<file path="config.mk">
export PLATFORM = sky130hd
export DESIGN_NAME = req_fifo
export DESIGN_NICKNAME = d
export VERILOG_FILES = /design/src/logic/chiplet_pkg.sv /design/src/logic/endpoint_map_pkg.sv /design/src/logic/req_fifo.sv
export SDC_FILE = /design/constraint.sdc
export NUM_CORES = 1
export LEC_CHECK = 0
export ABC_AREA = 1
export BUFFER_PORTS_ARGS = -buffer_cell sky130_fd_sc_hd__buf_2
export CORE_MARGIN = 1.5
export CORE_UTILIZATION = 55
export CTS_CLUSTER_DIAMETER = 60
export DETAILED_ROUTE_END_ITERATION = 12
export PLACE_DENSITY = 0.73
export SLEW_MARGIN = 20
export SYNTH_ARGS = -nofsm -noshare
export SYNTH_HDL_FRONTEND = slang
export SYNTH_SLANG_ARGS = --single-unit
export TNS_END_PERCENT = 100
</file>
<file path="constraint.sdc">
create_clock -name clk -period 6.8 [get_ports clk]
set_input_delay 0.34 -clock clk [delete_from_list [all_inputs] [get_ports clk]]
set_output_delay 0.34 -clock clk [all_outputs]
set_load 0.01 [all_outputs]
</file>
<file path="src/logic/chiplet_pkg.sv">
package chiplet_pkg;

    localparam int NODE_W = 4;
    localparam int CHECKSUM_W = 32;
    localparam int MAX_PAYLOAD = 64;  // Largest payload in words

    typedef logic [NODE_W-1:0] node_id_t;
    typedef logic [CHECKSUM_W-1:0] checksum_t;

    typedef enum logic [1:0] {
        HEAD = 2'd0,
        BODY = 2'd1,
        TAIL = 2'd2
    } flit_kind_e;

    typedef struct packed {
        logic valid;
        flit_kind_e kind;
        logic [31:0] data;
    } flit_t;

    // Data word of a head flit, also word 0 of a stored message
    typedef struct packed {
        node_id_t dest;
        node_id_t src;
        logic [7:0] len;  // Payload words
        logic [6:0] meta;
        logic [8:0] rsvd;
    } pkt_header_t;

endpackage

</file>
<file path="src/logic/endpoint_map_pkg.sv">
package endpoint_map_pkg;

    localparam int CACHE_WORDS = 128;
    localparam int CACHE_AW = 7;
    localparam int NUM_MSGS = 4;
    localparam int MSG_IW = $clog2(NUM_MSGS);
    localparam int FIFO_DEPTH = 8;
    localparam int FIFO_AW = $clog2(FIFO_DEPTH);

    localparam logic [15:0] START_BASE = 16'h0000;
    localparam logic [15:0] SEND_ADDR = 16'h1004;
    localparam logic [15:0] TX_BASE = 16'h2000;
    localparam logic [15:0] RX_BASE = 16'h3000;
    localparam logic [15:0] FIFO_POP_ADDR = 16'h3400;
    localparam logic [15:0] FIFO_STAT_ADDR = 16'h3404;

    typedef struct packed {
        logic psel;
        logic penable;
        logic pwrite;
        logic [15:0] paddr;
        logic [31:0] pwdata;
        logic [3:0] pstrb;
    } apb_req_t;

    typedef struct packed {
        logic pready;
        logic [31:0] prdata;
        logic pslverr;
    } apb_rsp_t;

    typedef struct packed {
        logic en;
        logic we;
        logic [CACHE_AW-1:0] addr;
        logic [31:0] wdata;
        logic [3:0] strb;
    } cache_req_t;

    typedef enum logic {
        ENGINE = 1'b0,
        BUS = 1'b1
    } cache_owner_e;

    typedef struct packed {
        chiplet_pkg::node_id_t src;
        logic [7:0] len;
        logic [CACHE_AW-1:0] start;
        logic [6:0] meta;
        logic crc_err;
    } rx_entry_t;

endpackage

</file>
<file path="src/logic/req_fifo.sv">
module req_fifo (
    input  logic clk,
    input  logic n_rst,
    input  logic push,
    input  endpoint_map_pkg::rx_entry_t entry_in,
    input  logic pop,
    output endpoint_map_pkg::rx_entry_t head,
    output logic [endpoint_map_pkg::FIFO_AW:0] count,
    output logic overflow
);
    import endpoint_map_pkg::*;

    rx_entry_t mem [FIFO_DEPTH];
    logic [FIFO_AW-1:0] wr_ptr;
    logic [FIFO_AW-1:0] rd_ptr;
    logic do_push;
    logic do_pop;

    assign do_pop = pop && count != '0;
    assign do_push = push && (int'(count) != FIFO_DEPTH || do_pop);
    assign head = mem[rd_ptr];

    always_ff @(posedge clk) begin
        if (do_push) begin
            mem[wr_ptr] <= entry_in;
        end
    end

    always_ff @(posedge clk or negedge n_rst) begin
        if (!n_rst) begin
            wr_ptr <= '0;
            rd_ptr <= '0;
            count <= '0;
            overflow <= 1'b0;
        end else begin
            if (do_push) begin
                wr_ptr <= wr_ptr + 1'b1;
            end
            if (do_pop) begin
                rd_ptr <= rd_ptr + 1'b1;
            end
            if (do_push && !do_pop) begin
                count <= count + 1'b1;
            end else if (do_pop && !do_push) begin
                count <= count - 1'b1;
            end
            if (push && !do_push) begin
                overflow <= 1'b1;  // Sticky until reset
            end
        end
    end

    a_count_bound: assert property (@(posedge clk) disable iff (!n_rst)
        int'(count) <= FIFO_DEPTH)
        else $error("FIFO count above depth");

endmodule

</file>
Yosys cells after proc, flatten, opt, wreduce, memory -nomap -nowiden
Memory sizes are Yosys's and may differ from the RTL's.
Index checks and enable logic that the tools add are counted.
{ "totals": {"memories": 1, "latchBits": 0, "inputBits": 31, "regBits": 11, "out_inout_bits": 32, "mem_bits_ro": 0, "ram_bits": 216} }
{ "memory_table": {"columns": ["name", "words", "word_bits", "read_ports", "rd_clocked_by_memory_dff", "write_ports", "line_no", "text"], "rows": [
  ["mem", 8, 27, 1, 0, 1, "req_fifo.sv:13", "rx_entry_t mem [FIFO_DEPTH];"]
]} }
{ "op_classes": {"n_reduce_logical": 10, "n_shift": 0, "mux": 4, "addsub": 4, "n_mul": 0, "n_lt_le_gt_ge": 0, "div": 0, "n_eq_ne": 1, "bitwise": 0} }
{ "op_table": {"columns": ["op", "n"], "rows": [
  ["$mux W4", 2],
  ["$add A3 B1 Y3 const B", 2],
  ["$logic_and A1 B1 Y1", 5],
  ["$add A4 B1 Y4 const B", 1],
  ["$ne A4 B4 Y1 const B", 1],
  ["$reduce_bool A4 Y1", 1],
  ["$sub A4 B1 Y4 const B", 1],
  ["$logic_not A1 Y1", 2],
  ["$mux W1", 2],
  ["$reduce_bool A2 Y1", 1],
  ["$logic_or A1 B1 Y1", 1]
]} }

Depth between registers and ports, before layout
{ "depth": {"depth_word": 8, "mapped_depth": 13, "mapped_depth_nobuf": 13} }

Worst setup path after synthesis
No wires, ideal clock.
{ "synth_timing": {"path_kind": "register to register", "start": "reg count[0] (netlist bit)", "end": "mem mem[0][0] (netlist bit) (enable)", "required_time_ns": 6.389, "path_buffers": 0, "path_stages_with_launch": 7, "setup_ns": 0.411, "period_less_slack_ns": 2.513, "t_arrival_ns": 2.102, "slack_ns": 4.287, "path_cell_list": "dfrtp_1 -> nor2_1 -> nand3_1 -> nand2_1 -> inv_1 -> nand2_1 -> nor2_1"} }
{ "synth_via": {"elab_chain_len": 6} }
{ "synth_lines": {"columns": ["element", "line_no", "text"], "rows": [
  ["start, declared", "req_fifo.sv:8", "output logic [endpoint_map_pkg::FIFO_AW:0] count,"],
  ["start signal, assigned", "req_fifo.sv:43", "count <= count + 1'b1;"],
  ["start signal, assigned", "req_fifo.sv:45", "count <= count - 1'b1;"],
  ["$reduce_bool A4 Y1", "req_fifo.sv:19", "assign do_pop = pop && count != '0;"],
  ["$logic_and A1 B1 Y1", "req_fifo.sv:19", null],
  ["$logic_or A1 B1 Y1 (*)", "req_fifo.sv:20", "assign do_push = push && (int'(count) != FIFO_DEPTH || do_pop);"],
  ["$logic_and A1 B1 Y1 (*)", "req_fifo.sv:20", null],
  ["named net do_push", "req_fifo.sv:16", "logic do_push;"],
  ["$mux W1 (*)", "req_fifo.sv:24", "if (do_push) begin"],
  ["$mux W1 (implied by the code) (*)", "req_fifo.sv:25", "mem[wr_ptr] <= entry_in;"],
  ["end, declared", "req_fifo.sv:13", null]
]} }
The timed path passes the listed nets; every way through them passes the cells marked *.

==> results.md <==
* Result of the run: finished, final reports clean
* Worst setup EP type: output pin
* Max Freq at 311 MHz
* Synth Cell Area at between 0.009 and 0.01 mm2
* Worst path bufs/invs at 2
* Max cap viols at 0
* Number of global-route vias before repair at 5,754
* Critical-path top delay cell: dfrtp_4
* Iter 0 DRT Violations at ~420
* Share of layout cells above drive strength 1 at 9.95%
* CTS Buf Count at 23
* Worst setup margin at 3580 ps
* Post-cts resize count at 0
* Wire per inst at 14.4 um
* First-pass GRT wire length at approximately 30 mm
* Syn. warnings at 0
* Most common cell in the synthesized netlist: nand2_1
* Core Area at 0.0175 mm2
* Initial DRT Pass Iterations at 4
* Final net count at approximately 1,100
* Synth top area share at 65.4%
* Remaining global-route overflow at 0
* Cells after synthesis at ~1,000
* Syn Area/Cell at around 9.8 um2
* Die H at 137 um
* Final ANT Viol Nets at 0
* CTS tree: built
* Final core occ at around 63%
* Worst-path cell chain: buf_4 -> nor2_1 -> nor2_1 -> nand2_1 -> nand2_1 -> nand2_1 -> nand2_1 -> buf_2
* CP Class: reg -> out
* Via count at about 6,300
* IO Count at 63
* Hold Slack at about 100 ps
* Final Setup Violations at 0
* Met1 WL at around 8.4 mm
* CTS Root Cell: clkbuf_16
* Asr flop ratio synth at under 10%
* Die extent in x at between 100 and 150 um
* Tcrit/Tclk final at around 47%
* Sequential share of the synthesized area at approximately two thirds
* WL final at between 15 and 20 mm
* Initial antenna violation count at 0
* EDFF count, synth at around 220
* Largest net degree at the start of global routing at 86
* Req. time, crit path at around 6500 ps
* Main synth FF type: edfxtp_1
* Final Power at 4.58 mW
* Post-CTS Setup Repair Bufs at 0
* Detail Route met2 WL at 9.32 mm
* Maximum fanout along the worst path at 85
* R2R Setup Slk at around 4300 ps
* Syn_nets at between 1,000 and 1,500
* Clk_skew at about 6.4 ps
* Antenna cell count at 0
* Port Buffer Count at between 60 and 70
* Die ar. at 0.0188 mm2
* Setup TNS at 0 ps
* Delay-heaviest family, CP: flip-flops
* Setup crit start kind: register
* Initial Util at 56.8%
* Gr usage total at between 20% and 30%
* Final Hold Fails at 0
* Period minus WS final at approximately 3200 ps
* Slew @ Worst Pin at roughly 1100 ps
* Clk_lat worst skew at ~500 ps
* Lkg Pwr at slightly below 5 nW
* Unrepaired setup endpoints after global routing: no
* Max Root-Sink Buffers at 3
* Cell mode on critical path: nand2_1
* VDD IR max at 0.286 mV
* Slowest stage delay, CP at ~900 ps
* Htree depth at 1
* PwrDens at 415 mW/mm2
* Layout area overhead at 11.2%
* # DRC at 0
* Synth cell count leaders: nand2_1 (380), nor2_1 (228), edfxtp_1 (216), inv_1 (119), buf_2 (18)
* Vias per cell at about 4.8
* DP Wirelength at ~9.7 mm
* Met3 wire length at roughly 910 um
* Top post-synthesis cells by area: edfxtp_1 (65%), nand2_1 (14%), nor2_1 (8.6%), inv_1 (4.5%), dfrtp_1 (2.8%)
* Yosys reg bits at between 200 and 250
* Top Metal Used: met4
* Rows at 48
* Worst-path clk slew at 60 ps
* Slew headroom at 26.7%
* Distinct cells, synth at 18
* Place WS at approximately 4000 ps
* Tightest Hold Check Type: in -> reg
* Routability cong. at 0.760
* Final-report max-slew violation count at 0
* Clk sink count at 227
* Critical path data arrival time at between 2000 and 3000 ps
* Area leader, netlist: edfxtp_1
## state kept, by name, summed over array words and instances (netlist names)
signal and count:
overflow 1, mem 216, count 4, wr_ptr 3
rd_ptr 3
## where the power goes
group          switching, mW  total, mW  internal (mW)
logic                   1.07       1.60          0.532
registers              0.128       1.87           1.74
clock network          0.488       1.11          0.620
total                   1.69       4.58           2.89
## per-stage QoR
stage,std cells,cell area [um2]
finish,1310,11000
global route,1310,11000
CTS,1310,11000
detailed placement,1269,10400
global placement,1269,10400
floorplan,1017,9920
## cells in the final DEF, fill, tap and decap left out, drive strengths merged
| cell type | count |
|---|---|
| o21ai | 3 |
| nor2 | 228 |
| o21bai | 1 |
| clkbuf | 30 |
| xnor2 | 5 |
| buf | 67 |
| inv | 119 |
| edfxtp | 216 |
| dfrtp | 11 |
| fa | 1 |
| clkinv | 12 |
| dlygate4sd3 | 1 |
| ha | 5 |
| nand3 | 5 |
| nand2 | 380 |
| or2 | 1 |
## repair_timing
item,4_1_cts,5_1_grt
setup endpoints to repair,0,0
endpoints found under the hold margin,11,0
hold buffers,1,0
## routing by layer
metal,up-vias,global-route usage [%]
li1,3253,-
met1,2920,27.6
met2,140,36.2
met3,22,3.61
met4,0,5.09
met5,-,0
## worst reg2reg max path, delay by kind of cell, from the launching register on
kind          cells  cell delay, ps
simple gates      5            1510
flops             1             440
buf+inv           1             150
## logic make-up after synthesis
group	share of synthesized area (%)
simple gates	23.3
flops	68.2
buf+inv	7.00
fa+ha+maj	0.833
xor+xnor	0.442
compound gates	0.227
## final cells by class
type,count,area [um2]
Sequential cell,227,6770
Multi-Input combinational cell,629,2520
Clock buffer,30,602
Timing Repair Buffer,68,358
Tap cell,225,282
Fill cell,1408,6450
Inverter,121,455
Clock inverter,10,45.0
## final timing paths
| kind | end | start | cells past startpoint |
|---|---|---|---|
| worst max-delay path | head[26] | rd_ptr[0] | 8 |
| worst min-delay path | overflow | push | 3 |
| worst max register to register | mem[0][15] | count[1] | 6 |
| worst min register to register | overflow | overflow | 1 |
| max in group asynchronous | rd_ptr[0] | n_rst | 2 |
| min in group asynchronous | count[3] | n_rst | 2 |
Power figures use the tool's default switching activity.
