==> src/logic/chiplet_pkg.sv <==
package chiplet_pkg;

    localparam int NODE_W = 4;
    localparam int CHECKSUM_W = 32;
    localparam int MAX_PAYLOAD = 64;  // Largest payload in words

    typedef logic [NODE_W-1:0] node_id_t;
    typedef logic [CHECKSUM_W-1:0] checksum_t;

    typedef enum logic [1:0] {
        HEAD = 2'd0,
        BODY = 2'd1,
        TAIL = 2'd2
    } flit_kind_e;

    typedef struct packed {
        logic valid;
        flit_kind_e kind;
        logic [31:0] data;
    } flit_t;

    // Data word of a head flit, also word 0 of a stored message
    typedef struct packed {
        node_id_t dest;
        node_id_t src;
        logic [7:0] len;  // Payload words
        logic [6:0] meta;
        logic [8:0] rsvd;
    } pkt_header_t;

endpackage

==> src/logic/endpoint_map_pkg.sv <==
package endpoint_map_pkg;

    localparam int CACHE_WORDS = 128;
    localparam int CACHE_AW = 7;
    localparam int NUM_MSGS = 4;
    localparam int MSG_IW = $clog2(NUM_MSGS);
    localparam int FIFO_DEPTH = 8;
    localparam int FIFO_AW = $clog2(FIFO_DEPTH);

    localparam logic [15:0] START_BASE = 16'h0000;
    localparam logic [15:0] SEND_ADDR = 16'h1004;
    localparam logic [15:0] TX_BASE = 16'h2000;
    localparam logic [15:0] RX_BASE = 16'h3000;
    localparam logic [15:0] FIFO_POP_ADDR = 16'h3400;
    localparam logic [15:0] FIFO_STAT_ADDR = 16'h3404;

    typedef struct packed {
        logic psel;
        logic penable;
        logic pwrite;
        logic [15:0] paddr;
        logic [31:0] pwdata;
        logic [3:0] pstrb;
    } apb_req_t;

    typedef struct packed {
        logic pready;
        logic [31:0] prdata;
        logic pslverr;
    } apb_rsp_t;

    typedef struct packed {
        logic en;
        logic we;
        logic [CACHE_AW-1:0] addr;
        logic [31:0] wdata;
        logic [3:0] strb;
    } cache_req_t;

    typedef enum logic {
        ENGINE = 1'b0,
        BUS = 1'b1
    } cache_owner_e;

    typedef struct packed {
        chiplet_pkg::node_id_t src;
        logic [7:0] len;
        logic [CACHE_AW-1:0] start;
        logic [6:0] meta;
        logic crc_err;
    } rx_entry_t;

endpackage

==> src/logic/rx_engine.sv <==
module rx_engine (
    input  logic clk,
    input  logic n_rst,
    input  chiplet_pkg::flit_t rx_flit,
    output logic rx_ready,
    output endpoint_map_pkg::cache_req_t cache_req,
    input  logic cache_grant,
    output logic push,
    output endpoint_map_pkg::rx_entry_t entry
);
    import chiplet_pkg::*;
    import endpoint_map_pkg::*;

    typedef enum logic [1:0] {
        WAIT_HEAD,
        PAYLOAD,
        CHECK
    } rx_state_e;

    rx_state_e state;
    pkt_header_t in_hdr;
    pkt_header_t hdr_q;
    checksum_t csum;
    logic [CACHE_AW-1:0] wr_ptr;
    logic [CACHE_AW-1:0] wr_addr;
    logic [CACHE_AW-1:0] start_q;
    logic [31:0] wr_data;
    logic wr_pend;
    logic crc_err_q;
    logic take;
    logic accept_head;
    logic accept_body;
    logic accept_tail;

    assign rx_ready = 1'b1;  // Body words go through a one-stage write register
    assign take = rx_flit.valid && rx_ready;
    assign in_hdr = rx_flit.data;
    assign accept_head = take && rx_flit.kind == HEAD && state != PAYLOAD;
    assign accept_body = take && rx_flit.kind == BODY && state == PAYLOAD;
    assign accept_tail = take && rx_flit.kind == TAIL && state == PAYLOAD;

    always_ff @(posedge clk or negedge n_rst) begin
        if (!n_rst) begin
            state <= WAIT_HEAD;
            wr_ptr <= '0;
            wr_addr <= '0;
            wr_pend <= 1'b0;
        end else begin
            wr_pend <= accept_body;
            if (accept_body) begin
                wr_addr <= wr_ptr;
                wr_ptr <= wr_ptr + 1'b1;  // Wraps at the cache end
            end
            case (state)
                WAIT_HEAD, CHECK: state <= accept_head ? PAYLOAD : WAIT_HEAD;
                PAYLOAD: begin
                    if (accept_tail) begin
                        state <= CHECK;
                    end
                end
                default: state <= WAIT_HEAD;
            endcase
        end
    end

    always_ff @(posedge clk) begin
        if (accept_head) begin
            hdr_q <= in_hdr;
            csum <= rx_flit.data;
            start_q <= wr_ptr;
        end
        if (accept_body) begin
            wr_data <= rx_flit.data;
            csum <= csum ^ rx_flit.data;
        end
        if (accept_tail) begin
            crc_err_q <= csum != rx_flit.data;
        end
    end

    // Request is held through the packet so the cache stays with the engine
    always_comb begin
        cache_req.en = (state != WAIT_HEAD) || wr_pend;
        cache_req.we = wr_pend;
        cache_req.addr = wr_addr;
        cache_req.wdata = wr_data;
        cache_req.strb = '1;
    end

    assign push = state == CHECK;
    assign entry.src = hdr_q.src;
    assign entry.len = hdr_q.len;
    assign entry.start = start_q;
    assign entry.meta = hdr_q.meta;
    assign entry.crc_err = crc_err_q;

    a_no_body_idle: assert property (@(posedge clk) disable iff (!n_rst)
        state == WAIT_HEAD && take |-> rx_flit.kind != BODY)
        else $error("BODY flit outside a packet");

    a_head_len: assert property (@(posedge clk) disable iff (!n_rst)
        accept_head |-> in_hdr.len != '0 && int'(in_hdr.len) <= MAX_PAYLOAD)
        else $error("header length out of range");

    // Ownership is registered in the top level, so this checks its one-cycle lead
    a_write_granted: assert property (@(posedge clk) disable iff (!n_rst)
        wr_pend |-> cache_grant)
        else $error("rx cache write without ownership");

endmodule

==> config.mk <==
export PLATFORM = sky130hd
export DESIGN_NAME = rx_engine
export DESIGN_NICKNAME = d
export VERILOG_FILES = /design/src/logic/chiplet_pkg.sv /design/src/logic/endpoint_map_pkg.sv /design/src/logic/rx_engine.sv
export SDC_FILE = /design/constraint.sdc
export NUM_CORES = 1
export LEC_CHECK = 0
export BUFFER_PORTS_ARGS = -buffer_cell sky130_fd_sc_hd__buf_2
export CORE_MARGIN = 10
export CORE_UTILIZATION = 47
export DETAILED_ROUTE_END_ITERATION = 10
export PLACE_DENSITY = 0.75
export SLEW_MARGIN = 25
export SYNTH_ARGS = -nofsm -noshare
export SYNTH_HDL_FRONTEND = slang
export SYNTH_SLANG_ARGS = --single-unit
==> constraint.sdc <==
create_clock -name clk -period 3.6 [get_ports clk]
set_clock_uncertainty 0.1 [all_clocks]
set_input_delay 0.36 -clock clk [delete_from_list [all_inputs] [get_ports clk]]
set_output_delay 0.36 -clock clk [all_outputs]
set_load 0.01 [all_outputs]
======== Word level (Yosys, flattened, before mapping) ========
Index checks and enable logic that the tools add are counted.
word-level totals
  ROM bits ................................ 0
  output and inout port bits .............. 74
  memories ................................ 0
  word-level logic and storage cells ...... 37
  input bits .............................. 38
  bits in writable memories ............... 0
  latch bits .............................. 0
  register bits after elaboration ......... 108
cells by class
  eq/ne operators ......................... 7
  $mul .................................... 0
  $lt $le $gt $ge ......................... 0
  $add $sub $neg .......................... 1
  multiplexer cells ....................... 5
  shifts and indexed selects .............. 0
  div/mod/pow operators ................... 0
  reduce and logical (&&, ||, !) cells .... 12
  bitwise gates (word level) .............. 1
operator list
  kind                   count
  $mux W32               2
  $ne A32 B32 Y1         1
  $xor A32 B32 Y32       1
  $add A7 B1 Y7 const B  1
  $logic_and A1 B1 Y1    6
  $eq A2 B1 Y1 const B   2
  $eq A2 B2 Y1 const B   2
  $logic_not A2 Y1       2
  $pmux W2 S2            1
  $reduce_bool A2 Y1     2
  $mux W2                1
  $ne A2 B1 Y1 const B   1
  $ne A2 B2 Y1 const B   1
  $reduce_or A2 Y1       1
  $logic_or A1 B1 Y1     1
  $mux W1                1

======== Logic depth before layout (Yosys ltp) ========
Gate-level depths: netlist of the first run.
  depth after elaboration ................. 5
  mapped depth ............................ 6
  gate-level depth less buffers ........... 4

======== Worst setup path after synthesis of the first run ========
No wires, ideal clock.
  path kind ............................... in2reg
  from .................................... in rx_flit[34] (netlist bit)
  to ...................................... reg csum[0], enable pin
  buffers on the path ..................... 0
  data required time ...................... 3125 ps
  path slack .............................. -220 ps
  setup time .............................. 375 ps
  cell stages on the path ................. 3
  data arrival time ....................... 3345 ps
  path through ............................ nor2b_1 > nor3b_1 > or2_2
between the ends
  longest elaborated chain between the ends .. 3
  elaborated cells between the ends (all ways) .. 5
  classes of those cells .................. reduce/logical (5)
RTL lines
  item                                                 RTL line                          source
  from (decl)                                          rx_engine.sv:4                    input chiplet_pkg::flit_t rx_flit,
  $logic_and A1 B1 Y1 (on tied branches) (2 in a row)  rx_engine.sv:38, rx_engine.sv:39
  $reduce_bool A2 Y1 (no line) *                       n/a
  to (signal assigned)                                 rx_engine.sv:69                   csum <= rx_flit.data;
  to (signal assigned)                                 rx_engine.sv:74                   csum <= csum ^ rx_flit.data;
  to (decl)                                            rx_engine.sv:23                   checksum_t csum;
Mark *: on every way between the ends. The rest lies on a longest branch, timed or not.
A chain may end at the register's enable or synchronous reset.

======== Worst setup path in the final report of the first run ========
  from .................................... reg state[0]
  to ...................................... reg csum[25], data pin
between the ends
  longest elaborated chain between the ends .. 3
RTL lines
  item                    RTL line         source
  from (decl)             rx_engine.sv:20  rx_state_e state;
  from (signal assigned)  rx_engine.sv:55  WAIT_HEAD, CHECK: state <= accept_head ? PAYLOAD : WAIT_HEAD;
  $eq A2 B1 Y1            rx_engine.sv:39  assign accept_body = take && rx_flit.kind == BODY && state == PAYLOAD;
  $logic_and A1 B1 Y1     rx_engine.sv:39
  $mux W32                rx_engine.sv:72  if (accept_body) begin
Every way passes these cells.

==> results.txt, run 1 <==
----------------------------------------------------
[Logic synthesis]
  Sequential cell area fraction in the yosys report ... between 70 and 80%
  Distinct cells, synth ... 25
  Total of flip-flops plus latches after synthesis ... approximately 110
  Area of the mapped netlist ... 4320 µm²
  Instance count of the mapped netlist ... 261
  YS warnings ... 0
  Synthesized area per cell ... between 15 and 20 µm²

[Worst setup path]
  Crit Path Class ... flop to flop
  Arr. time, crit path ... 2.40 ns
  Critical Path Source Type ... flop
  Largest fanout on the critical path ... 79
  Endpoint kind of the worst setup timing path ... flop
  Number of cells on the worst reg-to-reg path ... 5
  Required time of the critical path ... between 3 and 4 ns

[Status]
  Status ... finished clean

[Finish]
  Non-Filler Instances ... roughly 490
  End-of-flow core utilization ... between 50% and 60%
  Syn-to-layout area delta ... 17.9%
  Layout cells sized above 1 ... 37.9%
  Net count, final ... between 400 and 500
  Design area ... 5090 µm²
  # diodes ... 0

[Route]
  Sum of routed wire length over all layers ... about 8300 µm
  Total DRC errors in the routed layout ... 0
  Count of routing violations after the opening detailed-route iteration ... between 70 and 80
  First drt pass iteration count ... 4
  Detail-routed net length per standard cell ... 17.0 µm
  Via/cell ratio ... 4.84
  Total number of vias ... 2346
  ANT nets after route ... 0

[Placed design]
  Routability cong. ... 0.718
  Area post-placement ... 4920 µm²
  Setup slack after placement ... ~1.2 ns
  Placed Instances ... roughly 470
  Total half-perimeter wirelength after legalization and detailed placement ... 5880 µm
  Port-buffer cells ... roughly 110

[Pwr]
  Switching power ... ~0.6 mW
  Share of total power in the clock network ... 26.5%
  P_int ... roughly 1.8 mW
  Areal power density over the cells ... 477 nW/µm²
  Standby leakage power ... between 1.5 and 2 nW
  Portion of total power attributed to sequential cells ... between 60% and 70%
  Comb power frac ... between 10 and 15%
  Proportion of total power due to net switching ... between 20% and 30%
  VDD IR-drop max ... about 0.00033 V

[Timing]
  Final sum of negative setup slack ... 0 ns
  Highest clock rate ... 419 MHz
  Number of pins with negative max-slew slack in the final report ... 0
  Final Worst Setup Slack ... roughly 1.2 ns
  Final Hold Fails ... 0
  Final clock period utilization by the worst path ... 66.3%
  RSZ-0062 raised after global routing ... false
  Transition time at the pin with the least slew margin ... ~0.99 ns
  Final worst path period need ... approximately 2.4 ns
  Final Setup Violations ... 0
  Worst max-slew margin expressed relative to the limit ... 33.7%

[Min path]
  Number of cells on the worst hold path ... 1
  Hold crit path type ... input port to flop

[Global routing]
  Total GRT Usage ... 12.4%
  Number of antenna violations at the first check in global routing ... 0
  GRT overflow ... 0
  Vias in the first global route ... ~2500
  Maximum number of pins on one net before global-route repair ... 80
  Global-route wire length before repair ... between 10000 and 15000 µm

[Floorplanning]
  Core outline area ... between 8000 and 9000 µm²
  Count of pins on the block boundary ... ~110
  Starting density of the core ... roughly half
  Area of the die ... between 10000 and 15000 µm²
  Die span in x ... about 120 µm
  Die Span Y ... about 120 µm
  Row Count ... 34

[Clock network]
  Number of clock sinks ... around 110
  Number of clock buffers inserted by TritonCTS ... 9
  Root buffer cell ... sky130_fd_sc_hd__clkbuf_8
  Buffers from clock root to sink, at most ... 2
  Clock tree from TritonCTS ... yes
  H-Tree Depth ... 3
  Clk_lat worst skew ... roughly 0.35 ns
  Clock transition at path regs ... roughly 0.1 ns

[Run]
  Total of max-cap violations ... 0

----------------------------------------------------
==> cell type report <==
| type | count | area (µm²) |
|---|---|---|
| clock inverter | 6 | 40.0 |
| fill | 732 | 3750 |
| multi-input combinational | 145 | 1080 |
| sequential | 108 | 3160 |
| tap | 108 | 135 |
| timing repair buffer | 108 | 551 |
| clock buffer | 10 | 128 |
==> path summary, 6_finish.rpt <==
| path | startpoint | end | slack, ns |
|---|---|---|---|
| worst min-delay path | rx_flit[5] | wr_data[5]$_DFFE_PP_ | 0.12 |
| min in group asynchronous | n_rst | wr_ptr[3]$_DFFE_PN0P_ | 0.34 |
| worst max register to register | state[0]$_DFFE_PN0P_ | csum[25]$_DFFE_PP_ | 1.21 |
| worst max-delay path | state[0]$_DFFE_PN0P_ | csum[25]$_DFFE_PP_ | 1.21 |
| max in group asynchronous | n_rst | wr_ptr[0]$_DFFE_PN0P_ | 2.78 |
| worst min register to register | wr_addr[2]$_DFFE_PN0P_ | wr_addr[2]$_DFFE_PN0P_ | 0.41 |
==> sequential cells by signal, summed over array words and instances (netlist names) <==
name,count
entry,19
csum,32
wr_data,32
state,2
wr_pend,1
start_q,7
crc_err_q,1
wr_addr,7
wr_ptr,7
==> cells in the final DEF (no fill, tap or decap), types with 2 or more instances in the layout <==
cell type / count
sky130_fd_sc_hd__dfrtp_1: 17
sky130_fd_sc_hd__nand2_2: 10
sky130_fd_sc_hd__clkinv_2: 2
sky130_fd_sc_hd__mux2_2: 8
sky130_fd_sc_hd__nand4_1: 10
sky130_fd_sc_hd__nand2_1: 26
sky130_fd_sc_hd__edfxtp_1: 91
sky130_fd_sc_hd__buf_2: 105
sky130_fd_sc_hd__clkbuf_8: 9
sky130_fd_sc_hd__conb_1: 5
sky130_fd_sc_hd__nor4_1: 2
sky130_fd_sc_hd__and3_1: 4
sky130_fd_sc_hd__clkinv_4: 2
sky130_fd_sc_hd__buf_4: 2
sky130_fd_sc_hd__xnor2_1: 69
==> worst max-delay path: stages, from the launching register on <==
cell and delay [ns]:
sky130_fd_sc_hd__dfrtp_1 0.41, sky130_fd_sc_hd__nor2b_4 0.22, sky130_fd_sc_hd__and4b_4 0.25, sky130_fd_sc_hd__buf_4 0.70
sky130_fd_sc_hd__nand2_1 0.18, sky130_fd_sc_hd__xnor2_1 0.18
==> cell usage after synthesis <==
library cell / instances / share of area [%]
sky130_fd_sc_hd__edfxtp_1: 91 / 63
sky130_fd_sc_hd__xnor2_1: 69 / 14
sky130_fd_sc_hd__nand2_1: 26 / 2.3
sky130_fd_sc_hd__dfrtp_1: 17 / 9.8
sky130_fd_sc_hd__nand2_2: 10 / 1.4
sky130_fd_sc_hd__nand4_1: 10 / 1.4
sky130_fd_sc_hd__buf_4: 8 / 1.4
sky130_fd_sc_hd__mux2_2: 8 / 2.1
sky130_fd_sc_hd__and3_1: 4 / 0.58
sky130_fd_sc_hd__buf_6: 2 / 0.52
sky130_fd_sc_hd__nor4_1: 2 / 0.29
sky130_fd_sc_hd__a22oi_1: 1 / 0.17
sky130_fd_sc_hd__and2b_1: 1 / 0.17
sky130_fd_sc_hd__and4b_4: 1 / 0.32
sky130_fd_sc_hd__buf_12: 1 / 0.46
sky130_fd_sc_hd__buf_2: 1 / 0.12
sky130_fd_sc_hd__conb_1: 1 / 0.087
sky130_fd_sc_hd__ha_1: 1 / 0.29
sky130_fd_sc_hd__nor2b_1: 1 / 0.14
sky130_fd_sc_hd__nor2b_4: 1 / 0.32
sky130_fd_sc_hd__nor3b_1: 1 / 0.17
sky130_fd_sc_hd__o21a_1: 1 / 0.17
sky130_fd_sc_hd__or2_2: 1 / 0.14
sky130_fd_sc_hd__or3_1: 1 / 0.14
sky130_fd_sc_hd__xor2_1: 1 / 0.20
==> layer usage <==
metal | vias up | part of all wire [%] | GRT usage [%]
met4 | 0 | 0.88 | 3.50
met1 | 1139 | 41 | 14.1
met5 | - | 0 | 0
met2 | 65 | 51 | 21.0
met3 | 8 | 7.7 | 5.06
li1 | 1134 | - | -
==> power groups by stage <==
stage | logic, mW | clock network, mW | registers (mW)
final | 0.272 | 0.643 | 1.51
after CTS | 0.279 | 0.669 | 1.51
after global placement | 0.267 | 0 | 1.54
after floorplan | 0.151 | 0 | 1.55
after global routing | 0.303 | 0.715 | 1.53
after detailed placement | 0.277 | 0 | 1.54
==> cells by family (layout without fill, tap and decap cells) <==
logic type	count (synthesis)	in the layout	synth area share (%)
AOI/OAI and AO/OA	2	2	0.348
xor gates and xnor gates	70	70	14.2
adders and majority gates	1	1	0.289
buffers and inverters	12	124	2.49
DFF	108	108	73.1
muxes	8	8	2.08
other	1	5	0.0868
and+or+nand+nor	59	59	7.44
==> repair_timing <==
item,CTS,global route
hold buffers,1,0
gates resized for setup,0,0
endpoints found under the hold margin,17,0
setup buffers,0,0
==> metrics by stage <==
| step | hold slack (ns) | total power, mW |
|---|---|---|
| finish | 0.123 | 2.43 |
| global route | 0.0981 | 2.54 |
| CTS | 0.107 | 2.46 |
| detailed placement | 0.201 | 1.82 |
| global placement | 0.198 | 1.80 |
| floorplan | -0.0356 | 1.70 |
Note: power is estimated with default switching activity, not from simulation.
==> inputs of run 2 (changes only) <==
Clock period 3.6 ns to 2 ns, I/O delays scaled along.
==> results.txt, run 2 (synthesis gave the netlist of run 1 again) <==
----------------------------------------------------
[Placed design]
  Routability cong. ... approximately 0.74
  Port-buffer cells ... 105
  Total half-perimeter wirelength after legalization and detailed placement ... between 5000 and 6000 µm

[Worst setup path]
  Arr. time, crit path ... 1.84 ns
  Number of cells on the worst reg-to-reg path ... 5
  Crit Path Class ... flop to flop
  Endpoint kind of the worst setup timing path ... flop
  Crit Reg-Reg Startpoint ... state[0]$_DFFE_PN0P_
  Crit path capture ... csum[19]$_DFFE_PP_
  Reg2Reg Capture Point ... csum[19]$_DFFE_PP_
  Largest fanout on the critical path ... 56
  Required time of the critical path ... about 2.0 ns
  Setup crit start ... state[0]$_DFFE_PN0P_
  Flop2flop setup slack ... 0.16 ns
  Critical Path Source Type ... flop

[Clock network]
  Clock tree from TritonCTS ... yes
  Root buffer cell ... sky130_fd_sc_hd__clkbuf_8
  H-Tree Depth ... 3
  Number of clock sinks ... approximately 110
  Buffers from clock root to sink, at most ... 2
  Clock transition at path regs ... ~0.090 ns
  Post-CTS setup-driven buffer insertion count ... 0
  Clk_lat worst skew ... 0.35 ns
  Number of clock buffers inserted by TritonCTS ... 9
  # resized after CTS ... 0

[Timing]
  Final Setup Violations ... 0
  Final Hold Fails ... 0
  RSZ-0062 raised after global routing ... false
  Final sum of negative setup slack ... 0 ns
  Highest clock rate ... around 540 MHz
  Final clock period utilization by the worst path ... around 92%
  Number of pins with negative max-slew slack in the final report ... 0
  Final worst path period need ... between 1.5 and 2 ns

[Route]
  Via/cell ratio ... 4.79
  Count of routing violations after the opening detailed-route iteration ... approximately 70
  Total number of vias ... 2485
  First drt pass iteration count ... 4
  Total DRC errors in the routed layout ... 0
  Sum of routed wire length over all layers ... 8440 µm
  Detail-routed net length per standard cell ... 16.3 µm
  ANT nets after route ... 0

[Global routing]
  Routing usage on met3 ... under 10%
  GRT overflow ... 0
  Total GRT Usage ... between 10% and 20%
  Vias in the first global route ... approximately 2800
  Maximum number of pins on one net before global-route repair ... between 50 and 60
  GR met2 Demand/Resource ... a little over a fifth
  Global-route wire length before repair ... between 10000 and 15000 µm
  Number of antenna violations at the first check in global routing ... 1
  GR Util met1 ... around 16%
  Most Used Layer, Global Route ... met2

[Finish]
  Net count, final ... approximately 450
  # diodes ... 0
  Highest-count cells in the layout ignoring fill and taps ... sky130_fd_sc_hd__buf_2, sky130_fd_sc_hd__edfxtp_1, sky130_fd_sc_hd__xnor2_1
  Number of fill cells ... 687
  Syn-to-layout area delta ... 26.6%
  End-of-flow core utilization ... 61.8%
  Most common library cell in the layout ignoring fill and taps ... sky130_fd_sc_hd__buf_2
  Total area of multi-input combinational cells ... approximately 1100 µm²
  Storage element area ... 3160 µm²
  Layout cells sized above 1 ... between 30% and 40%

[Floorplanning]
  Row Count ... 34
  Count of pins on the block boundary ... ~110
  Core outline area ... ~9000 µm²
  Die Span Y ... between 100 and 150 µm
  Starting density of the core ... roughly 49%
  Die span in x ... around 120 µm
  Area of the die ... approximately 13000 µm²

[Min path]
  Hold crit path type ... input port to flop
  Number of cells on the worst hold path ... 1

[Pwr]
  VDD IR-drop max ... just over 0.0006 V
  Areal power density over the cells ... between 800 and 900 nW/µm²
  Standby leakage power ... between 2 and 2.5 nW
  Overall power of the completed layout ... between 4 and 5 mW

[Status]
  Status ... finished clean

[Run]
  Total of max-cap violations ... 0

----------------------------------------------------
run 2: cell types whose count changed in the layout (fill, tap and decap cells not counted):
| cell | delta |
|---|---|
| sky130_fd_sc_hd__clkinv_2 | -2 |
| sky130_fd_sc_hd__inv_6 | -1 |
| sky130_fd_sc_hd__clkbuf_1 | +1 |
| sky130_fd_sc_hd__clkinv_4 | -2 |
| sky130_fd_sc_hd__or2_4 | +1 |
| sky130_fd_sc_hd__dlygate4sd3_1 | +31 |
| sky130_fd_sc_hd__clkinvlp_4 | +2 |
| sky130_fd_sc_hd__buf_12 | +2 |
| sky130_fd_sc_hd__buf_4 | +1 |
| sky130_fd_sc_hd__bufinv_16 | +1 |
| sky130_fd_sc_hd__or2_2 | -1 |
| sky130_fd_sc_hd__clkinv_1 | +1 |
run 2: critical path: stages (launching register included):
cell and delay (ns):
sky130_fd_sc_hd__dfrtp_1 0.41, sky130_fd_sc_hd__nor2b_4 0.22, sky130_fd_sc_hd__and4b_4 0.29, sky130_fd_sc_hd__buf_12 0.27, sky130_fd_sc_hd__nand2_1 0.11, sky130_fd_sc_hd__xnor2_1 0.14
run 2: report_power, final:
group          internal [mW]  leakage (nW)  total (mW)  switching, mW
combinational          0.284         0.911       0.552          0.268
clock                  0.573        0.0846        1.25          0.674
sequential              2.62          1.06        2.72          0.101
run 2: what timing repair did:
| item | 4_1_cts | 5_1_grt |
|---|---|---|
| endpoints found under the setup margin | 0 | 0 |
| hold buffers | 32 | 0 |
| hold endpoints to repair | 66 | 0 |
run 2: per-stage QoR:
stage / area, µm² / cells / setup WS, ns / hold WS [ns]
final: 5470 / 519 / 0.157 / 0.0310
after detailed placement: 4970 / 471 / 0.179 / 0.0382
after CTS: 5470 / 519 / 0.151 / 0.00173
after global routing: 5470 / 519 / 0.0588 / 0.0127
after global placement: 4970 / 471 / 0.232 / 0.0342
after floorplan: 4350 / 265 / -0.214 / -0.196
run 2: final cells by class:
type,count,area share (%)
Clock buffer,11,2.40
Clock inverter,5,0.961
Multi-Input combinational cell,145,19.8
Sequential cell,108,57.7
Tap cell,108,2.47
Timing Repair Buffer,142,16.6
run 2: worst min-delay path by stage:
stage / endpoint / startpoint / slack (ns)
after detailed placement: wr_addr[3]$_DFFE_PN0P_ / n_rst / 0.04
after floorplan: state[0]$_DFFE_PN0P_ / n_rst / -0.20
after CTS: wr_data[23]$_DFFE_PP_ / rx_flit[23] / 0.002
after global routing: wr_data[23]$_DFFE_PP_ / rx_flit[23] / 0.01
final: wr_data[23]$_DFFE_PP_ / rx_flit[23] / 0.03
after global placement: wr_addr[3]$_DFFE_PN0P_ / n_rst / 0.03
run 2: routing by layer:
| layer | up-vias | share of wire (%) |
|---|---|---|
| met2 | 76 | 49 |
| met1 | 1196 | 42 |
| met4 | 2 | 1.0 |
| met5 | - | 0.13 |
| li1 | 1200 | - |
| met3 | 11 | 8.0 |
