$ cat src/logic/chiplet_pkg.sv
package chiplet_pkg;

    localparam int NODE_W = 4;
    localparam int CHECKSUM_W = 32;
    localparam int MAX_PAYLOAD = 64;  // Largest payload in words

    typedef logic [NODE_W-1:0] node_id_t;
    typedef logic [CHECKSUM_W-1:0] checksum_t;

    typedef enum logic [1:0] {
        HEAD = 2'd0,
        BODY = 2'd1,
        TAIL = 2'd2
    } flit_kind_e;

    typedef struct packed {
        logic valid;
        flit_kind_e kind;
        logic [31:0] data;
    } flit_t;

    // Data word of a head flit, also word 0 of a stored message
    typedef struct packed {
        node_id_t dest;
        node_id_t src;
        logic [7:0] len;  // Payload words
        logic [6:0] meta;
        logic [8:0] rsvd;
    } pkt_header_t;

endpackage

$ cat src/logic/endpoint_map_pkg.sv
package endpoint_map_pkg;

    localparam int CACHE_WORDS = 128;
    localparam int CACHE_AW = 7;
    localparam int NUM_MSGS = 4;
    localparam int MSG_IW = $clog2(NUM_MSGS);
    localparam int FIFO_DEPTH = 8;
    localparam int FIFO_AW = $clog2(FIFO_DEPTH);

    localparam logic [15:0] START_BASE = 16'h0000;
    localparam logic [15:0] SEND_ADDR = 16'h1004;
    localparam logic [15:0] TX_BASE = 16'h2000;
    localparam logic [15:0] RX_BASE = 16'h3000;
    localparam logic [15:0] FIFO_POP_ADDR = 16'h3400;
    localparam logic [15:0] FIFO_STAT_ADDR = 16'h3404;

    typedef struct packed {
        logic psel;
        logic penable;
        logic pwrite;
        logic [15:0] paddr;
        logic [31:0] pwdata;
        logic [3:0] pstrb;
    } apb_req_t;

    typedef struct packed {
        logic pready;
        logic [31:0] prdata;
        logic pslverr;
    } apb_rsp_t;

    typedef struct packed {
        logic en;
        logic we;
        logic [CACHE_AW-1:0] addr;
        logic [31:0] wdata;
        logic [3:0] strb;
    } cache_req_t;

    typedef enum logic {
        ENGINE = 1'b0,
        BUS = 1'b1
    } cache_owner_e;

    typedef struct packed {
        chiplet_pkg::node_id_t src;
        logic [7:0] len;
        logic [CACHE_AW-1:0] start;
        logic [6:0] meta;
        logic crc_err;
    } rx_entry_t;

endpackage

$ cat src/logic/tx_engine.sv
module tx_engine (
    input  logic clk,
    input  logic n_rst,
    input  logic send_pulse,
    input  logic [endpoint_map_pkg::MSG_IW-1:0] send_index,
    input  logic [endpoint_map_pkg::CACHE_AW-1:0] start_word,
    input  chiplet_pkg::node_id_t node_id,
    output endpoint_map_pkg::cache_req_t cache_req,
    input  logic cache_grant,
    input  logic [31:0] cache_rdata,
    output chiplet_pkg::flit_t tx_flit,
    input  logic tx_ready,
    output logic busy
);
    import chiplet_pkg::*;
    import endpoint_map_pkg::*;

    typedef enum logic [2:0] {
        IDLE,
        FETCH_HDR,
        SEND_HDR,
        FETCH_WORD,
        SEND_WORD,
        SEND_TAIL
    } tx_state_e;

    tx_state_e state;
    logic [NUM_MSGS-1:0] pending;
    logic [NUM_MSGS-1:0][CACHE_AW-1:0] start_tbl;
    logic [MSG_IW-1:0] pick_idx;
    logic [CACHE_AW-1:0] rd_ptr;
    logic [CACHE_AW-1:0] rd_addr;
    logic [7:0] remain;
    checksum_t csum;
    pkt_header_t hdr;
    flit_t flit_q;
    logic advance;
    logic step;

    always_comb begin
        pick_idx = '0;
        for (int i = NUM_MSGS - 1; i >= 0; i--) begin
            if (pending[i]) begin
                pick_idx = MSG_IW'(i);
            end
        end
    end

    // rd_ptr is the word now on cache_rdata, so a transfer moves the read one word ahead
    assign advance = flit_q.valid && tx_ready;
    assign step = advance || (state == FETCH_WORD);
    assign rd_addr = rd_ptr + CACHE_AW'(step);  // Wraps at the cache end

    always_comb begin
        hdr = pkt_header_t'(cache_rdata);
        hdr.src = node_id;
    end

    always_comb begin
        cache_req = '0;
        cache_req.en = state inside {FETCH_HDR, FETCH_WORD, SEND_HDR, SEND_WORD};
        cache_req.addr = rd_addr;
    end

    always_ff @(posedge clk) begin
        if (send_pulse) begin
            start_tbl[send_index] <= start_word;
        end
    end

    always_ff @(posedge clk or negedge n_rst) begin
        if (!n_rst) begin
            state <= IDLE;
            pending <= '0;
            flit_q <= '0;
            rd_ptr <= '0;
            remain <= '0;
            csum <= '0;
        end else begin
            rd_ptr <= rd_addr;
            case (state)
                IDLE: begin
                    if (|pending) begin
                        pending[pick_idx] <= 1'b0;
                        rd_ptr <= start_tbl[pick_idx];
                        state <= FETCH_HDR;
                    end
                end
                FETCH_HDR: begin
                    if (cache_grant) begin
                        state <= FETCH_WORD;
                    end
                end
                FETCH_WORD: begin  // Header arrives while payload word 1 is read
                    flit_q.valid <= 1'b1;
                    flit_q.kind <= HEAD;
                    flit_q.data <= hdr;
                    csum <= hdr;
                    remain <= hdr.len;
                    state <= SEND_HDR;
                end
                SEND_HDR, SEND_WORD: begin
                    if (advance && remain != '0) begin
                        flit_q.kind <= BODY;
                        flit_q.data <= cache_rdata;
                        csum <= csum ^ cache_rdata;
                        remain <= remain - 8'd1;
                        state <= SEND_WORD;
                    end else if (advance) begin
                        flit_q.kind <= TAIL;
                        flit_q.data <= csum;
                        state <= SEND_TAIL;
                    end
                end
                SEND_TAIL: begin
                    if (advance) begin
                        flit_q.valid <= 1'b0;
                        state <= IDLE;
                    end
                end
                default: state <= IDLE;
            endcase
            if (send_pulse) begin
                pending[send_index] <= 1'b1;
            end
        end
    end

    assign tx_flit = flit_q;
    assign busy = (state != IDLE) || (|pending);

    a_flit_hold: assert property (@(posedge clk) disable iff (!n_rst)
        tx_flit.valid && !tx_ready |=> $stable(tx_flit))
        else $error("tx flit changed while stalled");

endmodule

$ cat config.mk
export PLATFORM = sky130hd
export DESIGN_NAME = tx_engine
export DESIGN_NICKNAME = d
export VERILOG_FILES = /design/src/logic/chiplet_pkg.sv /design/src/logic/endpoint_map_pkg.sv /design/src/logic/tx_engine.sv
export SDC_FILE = /design/constraint.sdc
export NUM_CORES = 1
export LEC_CHECK = 0
export ABC_CLOCK_PERIOD_IN_PS = 3000
export BUFFER_PORTS_ARGS = -buffer_cell sky130_fd_sc_hd__buf_2
export CORE_UTILIZATION = 30
export DETAILED_ROUTE_END_ITERATION = 10
export HOLD_SLACK_MARGIN = 0.1
export SETUP_SLACK_MARGIN = 0.2
export SLEW_MARGIN = 20
export SYNTH_ARGS = -nofsm -noshare
export SYNTH_HDL_FRONTEND = slang
export SYNTH_SLANG_ARGS = --single-unit
$ cat constraint.sdc
create_clock -name clk -period 3 [get_ports clk]
set_input_delay 0.6 -clock clk [delete_from_list [all_inputs] [get_ports clk]]
set_output_delay 0.6 -clock clk [all_outputs]
set_load 0.1 [all_outputs]
Word-level counts from Yosys, hierarchy flattened
Cells that the tools add are included.
{ "word_totals": {"ff_bits": 117, "input_bits": 50} }
{ "classes": {"n_addsub": 2, "order_cmp": 4, "eq_ne": 10, "mux": 33, "bitwise_logic": 4, "n_reduce_logical": 18} }
{ "op_table": {"columns": ["op", "count"], "rows": [
  ["$mux 34", 2],
  ["$pmux 34 s2", 1],
  ["$pmux 32 s2", 1],
  ["$mux 32", 1],
  ["$xor 32x32->32", 1],
  ["$bwmux 28", 1],
  ["$mux 7", 4],
  ["$pmux 8 s2", 1],
  ["$mux 3", 5],
  ["$pmux 3 s5", 1],
  ["$bmux 7 s2", 1],
  ["$demux 7 s2", 1],
  ["$mux 4", 3],
  ["$mux 2", 4],
  ["$mux 8", 1],
  ["$ne 2x2->1 const B", 4],
  ["$reduce_bool 8->1", 1],
  ["$sub 8x1->8 const B", 1],
  ["$add 7x1->7", 1],
  ["$eq 3x2->1 const B", 2],
  ["$eq 3x3->1 const B", 2],
  ["$lt 2x3->1 const B", 2],
  ["$reduce_and 2->1", 3],
  ["$and 4x4->4", 1],
  ["17 further kinds", 26]
]} }

Logic depth before layout (Yosys ltp)
Gate-level depths: netlist (run 1).
{ "logic_depth": {"ltp_word": 14, "ltp_mapped": 10} }

Worst setup path after synthesis (run 1)
Ideal clock, no wire load.
{ "synth_path": {"path_type": "register -> output", "start": "register flit_q, in the netlist tx_flit[34]", "end": "output port cache_req[40] in the netlist's numbering", "arrival_time_ns": 3.376, "setup_slack_ns": -0.976, "stages_incl_launch_ff": 7, "path_cell_list": "dfrtp_1 nand2_1 nand2_1 ha_1 ha_1 nand3_1 xnor2_1"} }
{ "synth_rtl": {"columns": ["item", "line", "source"], "rows": [
  ["start: declaration", "tx_engine.sv:36", "flit_t flit_q;"],
  ["end: declaration", "tx_engine.sv:8", "output endpoint_map_pkg::cache_req_t cache_req,"]
]} }

==> qor.yml, run 1 <==
path_class: "register to output pin"
synth_top_area_frac: 0.363
synth_flop_cell: "dfrtp_1"
avgSynthCellArea_um2: 10.5
antenna_found_initial: 4
num_io_pins: 131
async_flop_share: 0.761
num_vias: 4643
drive_gt1_frac: 0.274
crit_chain: "nand2_2 -> nand2_1 -> ha_4 -> ha_4 -> nand2_1 -> nor2_4 -> xor2_4 -> buf_12"
nets: 731
grt_max_degree: 40
yosysSeqAreaShare: 0.500
path_clk_slew_ns: 0.06
required_ns: 2.40
synth_edf_count: 28
maxCapViolCount: 0
placed_cells: 923
core-area_um2: 19800
synth_warnings: 0
grt_overflow: 0
multi_input_area_um2: 2770
avgViaCountPerCell: 4.85
maxSlewViolCount: 0
cts_tree: "done"
final_common_cell: "dfrtp_1"
cts_buffers: 17
dieWidth_um: 145
crit_fanout: 8
fin_skew_ns: 0.0107
drc: 0
wl_per_cell_um: 15.6
rsz0062_at_grt: "false"
cts-resized-gates: 3
grt_pass1_vias: 4522
hold_viol_final: 0
ys_ff_latch: 117
grt_pass1_wl_um: 24500
drt-pass1-iter-count: 4
fp.dieH_um: 145
final_cell_mix: "dfrtp_1, buf_2, nand2_1"
syn_area_um2: 6140
hold_class: "input port to async pin"
synth_cell_types: 56
drtAntennaViolNets: 0
slowest_delay_ns: 0.51
wl_um: 14900
critPathCaptureType: "output pin"
fmax_mhz: 375
cts.sinks: 117
seqCellArea_um2: 3070
syn-instance-count: 583
synth_top_area_cell: "dfrtp_1"
start_util: 0.310
root_buffer: "clkbuf_16"
numPortBuffers: 93
arrival_ns: 2.07
insertion_delay_ns: 0.42
h-tree-depth: 4
finalSetupTns_ns: 0
fin_cells: 957
grt_use_total: 0.147
fill_cells: 1957
clk_path_buf_depth: 2
worstSetupStartpointType: "register"
tightest_slew_ns: 0.611
slew_headroom: 0.593
holdBufCountCts: 0
crit_slowest_cell: "dfrtp_4"
syn_to_final_growth_pct: 24.9
die_area_um2: 21000
place_congestion: 0.778
dpl.hpwl_um: 10300
period_share: 0.889
setup_viol: 0
synth.area.top_cells: "dfrtp_1, edfxtp_1, buf_4, mux2i_1, a211oi_1"
drt_iter0_markers: 293
period_minus_slack_ns: 2.67
cts_setup_buffers: 0
rows: 51
status: "finished clean"
-- critical path, delay by kind of cell (launching register included) --
kind / cells / cell delay, ns
flip-flops: 1 / 0.51
AND/OR/NAND/NOR: 4 / 0.41
adder cells (fa/ha/maj): 2 / 0.37
buffers and inverters: 1 / 0.19
XOR/XNOR: 1 / 0.17
-- cell usage after synthesis, types with 16 or more instances --
| cell | count |
|---|---|
| nor2_1 | 23 |
| a22oi_1 | 16 |
| inv_1 | 38 |
| dfrtp_1 | 89 |
| a211oi_1 | 28 |
| mux2i_1 | 23 |
| buf_2 | 26 |
| nand2_1 | 51 |
| nor4_1 | 17 |
| edfxtp_1 | 28 |
| buf_4 | 38 |
| a221o_1 | 18 |
| mux2_2 | 16 |
| o22ai_1 | 18 |
-- registers in the layout, indices dropped and copies added, names as in the netlist --
signal and cells:
start_tbl 28, remain 8, tx_flit 35, csum 32, pending 4, state 3, rd_ptr 7
-- final cells by class --
cell class,instances,area share
Tap cell,265,0.0433
Multi-Input combinational cell,389,0.361
Timing Repair Buffer,114,0.0986
Inverter,38,0.0186
Clock inverter,14,0.0199
Clock buffer,18,0.0573
Antenna cell,2,0.000653
Sequential cell,117,0.401
-- kinds of logic after synthesis --
| logic type | synth area share |
|---|---|
| other cells | 0.000611 |
| fa+ha+maj | 0.00815 |
| compound gates | 0.200 |
| simple gates | 0.117 |
| mux | 0.0669 |
| flops | 0.500 |
| xor+xnor | 0.00979 |
| buf+inv | 0.0976 |
-- metrics by stage --
step	util	hold slack [ns]	setup WS (ns)	instance area (µm²)
final	0.388	0.163	0.332	7670
after detailed placement	0.356	0.469	0.300	7040
after global placement	0.356	0.458	0.338	7040
after floorplan	-	0.304	0.204	6370
after global routing	0.387	0.197	0.219	7660
after CTS	0.387	0.176	0.236	7650
-- per-layer routing --
layer,up-vias,global-route usage,part of all wire
met5,-,0,0.0015
li1,2304,-,-
met2,119,0.222,0.47
met3,15,0.0440,0.053
met1,2201,0.196,0.46
met4,4,0.0590,0.013
-- path summary, 6_finish.rpt --
kind | start | end | slack [ns] | depth (start not counted)
setup / recovery | tx_flit[34] | cache_req[42] | 0.33 | 8
min in group clk | start_word[0] | start_tbl[7] | 0.39 | 1
hold reg to reg | tx_flit[32] | tx_flit[32] | 0.48 | 1
setup reg to reg | state[1] | tx_flit[8] | 0.68 | 6
max in group asynchronous | n_rst | tx_flit[0] | 2.22 | 2
hold / removal | n_rst | tx_flit[21] | 0.16 | 1
Power of run 1 is not shown: default switching activity piles up to over one toggle a cycle in this logic, so the estimate is an artifact.
==> inputs of run 2 (changes only) <==
--- a/config.mk
+++ b/config.mk
@@ -5,7 +5,7 @@
 export SDC_FILE = /design/constraint.sdc
 export NUM_CORES = 1
 export LEC_CHECK = 0
-export ABC_CLOCK_PERIOD_IN_PS = 3000
+export ABC_CLOCK_PERIOD_IN_PS = 2770
 export BUFFER_PORTS_ARGS = -buffer_cell sky130_fd_sc_hd__buf_2
 export CORE_UTILIZATION = 30
 export DETAILED_ROUTE_END_ITERATION = 10
==> constraint.sdc (replaced) <==
create_clock -name clk -period 2.77 [get_ports clk]
set_input_delay 0.554 -clock clk [delete_from_list [all_inputs] [get_ports clk]]
set_output_delay 0.554 -clock clk [all_outputs]
set_load 0.1 [all_outputs]
==> run 2 against run 1 <==
Compared with the run above: sequential share of layout area down 0.37 points; final area up 1.1%; via count up 3.0%; hold slack worse by 0.045 ns; global-route usage down 0.058 points; sequential cell count unchanged; first-iteration DRC count down 4.4%; register-to-register slack worse by 0.30 ns; wire length up 1.1%; worst setup slack worse by 0.12 ns; highest routed layer is now met4.
==> qor.yml, run 2 (same netlist as run 1, synthesis figures left out) <==
status: "finished clean"
largest_reg_flops: 35  # unchanged
drt_iter0_markers: 280  # -4.4%
dpl.hpwl_um: 10400  # +0.50%
die_area_um2: 21000  # unchanged
nets: 735  # +0.55%
period_share: 0.923
crit_chain: "nand2_2 -> nand2_2 -> ha_4 -> ha_4 -> buf_4 -> xor2_4 -> buf_12"
crit_slowest_cell: "dfrtp_4"
maxSlewViolCount: 0  # unchanged
grt_pass1_vias: 4521  # -0.022%
period_minus_slack_ns: 2.56
grt_max_degree: 68  # +70%
cts_buffers: 17  # unchanged
place_congestion: 0.764  # -1.8%
antenna_found_initial: 1  # -3
drc: 0  # unchanged
crit_fanout: 8  # unchanged
slew_headroom: 0.371  # -0.221
final_cell_mix: "dfrtp_1, buf_2, nand2_1"
required_ns: 2.22  # -0.18 ns
core-area_um2: 19800  # unchanged
fill_cells: 1970  # +0.66%
drive_gt1_frac: 0.287  # +0.0128
num_vias: 4784  # +3.0%
syn_to_final_growth_pct: 26.2
arrival_ns: 2.00  # -0.07 ns
grt_overflow: 0  # unchanged
fmax_mhz: 391
wl_um: 15100  # +1.1%
path_class: "register to output pin"
drt-pass1-iter-count: 5  # +1
path_buf_inv: 2  # +1
h-tree-depth: 4  # unchanged
hold_viol_final: 0  # unchanged
grt_use_total: 0.147  # -0.000577
clk_path_buf_depth: 2  # unchanged
drtAntennaViolNets: 0  # unchanged
numPortBuffers: 93  # unchanged
holdBufCountCts: 0  # unchanged
slowest_delay_ns: 0.51  # about the same
rsz0062_at_grt: "true"
rows: 51  # unchanged
path_clk_slew_ns: 0.06  # about the same
final_common_cell: "dfrtp_1"
cts.sinks: 117  # unchanged
tightest_slew_ns: 0.943  # +0.332 ns
start_util: 0.310  # unchanged
finalSetupTns_ns: 0  # unchanged
root_buffer: "clkbuf_16"
wl_per_cell_um: 15.7  # +0.82%
avgViaCountPerCell: 4.98  # +2.7%
worstSetupStartpointType: "register"
dieWidth_um: 145  # unchanged
maxCapViolCount: 0  # unchanged
crit_family: "flip-flops"
num_io_pins: 131  # unchanged
grt_pass1_wl_um: 24400  # -0.51%
cts_tree: "done"
setup_viol: 0  # unchanged
critPathCaptureType: "output pin"
fin_skew_ns: 0.00650  # -0.00423 ns
hold_class: "input port to async pin"
insertion_delay_ns: 0.42  # about the same
fp.dieH_um: 145  # unchanged
## run 2: changes by cell type in the layout (fill, tap and decap cells not counted), moves of 2 or more
cell        change
buf_4           +3
dfrtp_1         -3
dfrtp_2         +3
clkinvlp_4      -2
nand2_1         -2
nand2_2         +2
## run 2: metrics by stage
| step | util | setup WS, ns | hold slack [ns] | cells | area, µm² |
|---|---|---|---|---|---|
| 2_1_floorplan | - | 0.130 | 0.258 | 619 | 6420 |
| 3_3_place_gp | 0.357 | 0.288 | 0.469 | 921 | 7060 |
| 3_5_place_dp | 0.357 | 0.256 | 0.486 | 921 | 7060 |
| 4_1_cts | 0.391 | 0.153 | 0.119 | 957 | 7730 |
| 5_1_grt | 0.392 | 0.109 | 0.145 | 960 | 7750 |
| 6_report | 0.392 | 0.213 | 0.119 | 960 | 7750 |
## run 2: final timing paths
| path | to | cells past startpoint | start | slack [ns] |
|---|---|---|---|---|
| setup / recovery | cache_req[38] | 7 | tx_flit[34] | 0.21 |
| hold reg to reg | tx_flit[33] | 2 | tx_flit[33] | 0.48 |
| min in group clk | start_tbl[27] | 1 | start_word[6] | 0.35 |
| max in group asynchronous | tx_flit[34] | 2 | n_rst | 1.96 |
| hold / removal | tx_flit[31] | 1 | n_rst | 0.12 |
| setup reg to reg | tx_flit[0] | 6 | state[2] | 0.38 |
## run 2: layout make-up
cell class              count  area (µm²)  share of cell area
clock buffers              17         425              0.0549
well taps                 265         332              0.0428
repair buffers            118         805               0.104
multi-input cells         389        2780               0.359
inverters                  38         143              0.0184
flip-flops and latches    117        3080               0.397
diodes                      1        2.50            0.000323
clock inverters            15         181              0.0234
## run 2: repair_timing
action / CTS / global route
pin swaps: 4 / 3
setup buffers: 4 / 2
endpoints found under the setup margin: 6 / 4
gates resized for setup: 9 / 1
## run 2: worst register-to-register path, stage by stage, from the launching register on
cell     delay, ns
dfrtp_2       0.40
buf_4         0.16
xnor2_2       0.52
or2_1         0.50
buf_4         0.33
nor4_1        0.08
a221o_1       0.27
## run 2: routing by layer
metal | GRT usage | routed length (µm)
met4 | 0.0574 | 174
met3 | 0.0358 | 778
met2 | 0.232 | 7240
met5 | 0 | 0
met1 | 0.191 | 6900
Power of run 2 is left out for the same reason.
==> inputs of run 3 (changes only) <==
--- a/config.mk
+++ b/config.mk
@@ -5,7 +5,7 @@
 export SDC_FILE = /design/constraint.sdc
 export NUM_CORES = 1
 export LEC_CHECK = 0
-export ABC_CLOCK_PERIOD_IN_PS = 2770
+export ABC_CLOCK_PERIOD_IN_PS = 2500
 export BUFFER_PORTS_ARGS = -buffer_cell sky130_fd_sc_hd__buf_2
 export CORE_UTILIZATION = 30
 export DETAILED_ROUTE_END_ITERATION = 10
==> constraint.sdc (replaced) <==
create_clock -name clk -period 2.5 [get_ports clk]
set_input_delay 0.125 -clock clk [delete_from_list [all_inputs] [get_ports clk]]
set_output_delay 0.125 -clock clk [all_outputs]
set_load 0.1 [all_outputs]
==> run 3 against run 2 <==
Compared with the run above: sequential cell count stayed put; final area increased by 6.7%; core utilization rose by 2.6 points; critical path depth is the same; wire length grew 0.95%; clock-buffer cell count is the same; register-to-register slack got worse by 0.06 ns; final cell count is 5.0% higher; sequential share of layout area down 2.5 points; worst setup slack improved by 0.10 ns; first-iteration DRC count up 26%.
==> qor.yml, run 3 (same netlist as run 1, synthesis figures left out) <==
status: "finished clean"
num_vias: 4833  # +1.0%
drc: 0  # unchanged
route.met2.wl_um: 7170  # -0.98%
setup_viol: 0  # unchanged
r2r_cells: 6  # unchanged
numPortBuffers: 93  # unchanged
critPathCaptureType: "output pin"
grt_max_degree: 68  # unchanged
cts_tree: "done"
period_minus_slack_ns: 2.18
wl_met1_um: 7310  # +6.0%
drt_iter0_markers: 354  # +26%
crit_chain: "nand2_2 -> nand2_1 -> ha_2 -> ha_4 -> buf_4 -> xor2_4 -> buf_12"
grt_pass1_vias: 4672  # +3.3%
die_area_um2: 21000  # unchanged
rows: 51  # unchanged
maxCapViolCount: 0  # unchanged
cts.sinks: 117  # unchanged
insertion_delay_ns: 0.42  # about the same
hold_viol_final: 0  # unchanged
reg2reg_to: "pending[1]"
diodes: 0  # -1
largest_reg_flops: 35  # unchanged
tightest_slew_ns: 0.640  # -0.302 ns
hold_class: "input port to register"
slew_headroom: 0.573  # +0.202
drtAntennaViolNets: 0  # unchanged
hold_end: "tx_flit[34]"
routed-wl-met3_um: 648  # -17%
layout_setup_ws_ns: 0.316  # +0.103 ns
dieWidth_um: 145  # unchanged
period_share: 0.874
cts_buffers: 17  # unchanged
arrival_ns: 2.06  # +0.06 ns
fp.dieH_um: 145  # unchanged
worstSetupStartpointType: "register"
fill_cells: 1913  # -2.9%
grt_pass1_wl_um: 25000  # +2.7%
drt-pass1-iter-count: 4  # -1
nets: 784  # +6.7%
highest_layer: "met4"
min_from: "tx_ready"
place_congestion: 0.768  # +0.44%
path_clk_slew_ns: 0.05  # about the same
h-tree-depth: 4  # unchanged
slowest_delay_ns: 0.52  # about the same
antenna_found_initial: 0  # -1
r2r_start: "state[2]"
r2r_slack_ns: 0.32  # -0.06 ns
placed_cell_area_um2: 7130  # +1.0%
path_class: "register to output pin"
worstHoldPathCells: 4
finalSetupTns_ns: 0  # unchanged
seqCellArea_um2: 3080  # unchanged
num_io_pins: 131  # unchanged
clk_path_buf_depth: 2  # unchanged
avgViaCountPerCell: 4.79  # -3.8%
start_util: 0.310  # unchanged
multi_input_area_um2: 2790  # +0.18%
drive_gt1_frac: 0.273  # -0.0135
wl_um: 15200  # +0.95%
fin_skew_ns: 0.0146  # +0.00807 ns
fmax_mhz: 458
grt_overflow: 0  # unchanged
crit_fanout: 8  # unchanged
crit_slowest_cell: "dfrtp_4"
wl_per_cell_um: 15.1  # -3.9%
syn_to_final_growth_pct: 34.7
stdcell_area_um2: 8270  # +6.7%
place_ws_ns: 0.417  # +0.161 ns
maxSlewViolCount: 0  # unchanged
core-area_um2: 19800  # unchanged
dpl.hpwl_um: 10100  # -2.9%
root_buffer: "clkbuf_16"
required_ns: 2.38  # +0.16 ns
rsz0062_at_grt: "false"
final_cell_mix: "dfrtp_1, buf_2, nand2_1"
grt_use_total: 0.150  # +0.00327
## run 3: cell types whose count changed in the layout (fill, tap and decap cells not counted), sizes merged
cell         previous run  this run
diode                   1         0
inv                    40        41
dlygate4sd3             0        47
clkinv                  9         3
clkinvlp                1         6
buf                   118       120
## run 3: how the worst max path moves through the flow
stage | start | to | cells past startpoint
after floorplan | state[2] | rd_ptr[4] | 9
after global placement | state[0] | tx_flit[22] | 6
after detailed placement | state[0] | tx_flit[2] | 6
after CTS | state[0] | cache_req[42] | 8
after global routing | state[2] | pending[1] | 6
final | tx_flit[34] | cache_req[38] | 7
## run 3: metal layers
layer,track usage,vias up
met5,0,-
met4,0.0548,0
met3,0.0318,4
met2,0.236,119
met1,0.201,2311
li1,-,2399
## run 3: cell type report
| class | instances | area share |
|---|---|---|
| sequential | 117 | 0.372 |
| multi-input combinational | 389 | 0.337 |
| timing repair buffer | 167 | 0.160 |
| clock buffer | 17 | 0.0515 |
| tap | 265 | 0.0401 |
| clock inverter | 15 | 0.0218 |
| inverter | 38 | 0.0173 |
## run 3: critical path, delay by kind of cell (launching register included)
family	cells	cell delay, ns
xor+xnor	1	0.19
fa+ha+maj	2	0.38
buf+inv	2	0.34
flops	1	0.52
simple gates	2	0.21
## run 3: timing repair
item / CTS / global route
gates resized for setup: 3 / 1
pin swaps: 0 / 0
endpoints found under the setup margin: 2 / 2
cloned: 0 / 0
buffers inserted: 1 / 6
hold endpoints to repair: 143 / 0
hold buffers: 47 / 0
## run 3: metrics by stage
step	hold WS (ns)	std cells	utilization
floorplan	-0.171	619	-
global placement	0.185	922	0.360
detailed placement	0.199	922	0.360
CTS	0.104	1002	0.415
global route	0.133	1008	0.418
finish	0.114	1008	0.418
Power of run 3 is left out for the same reason.
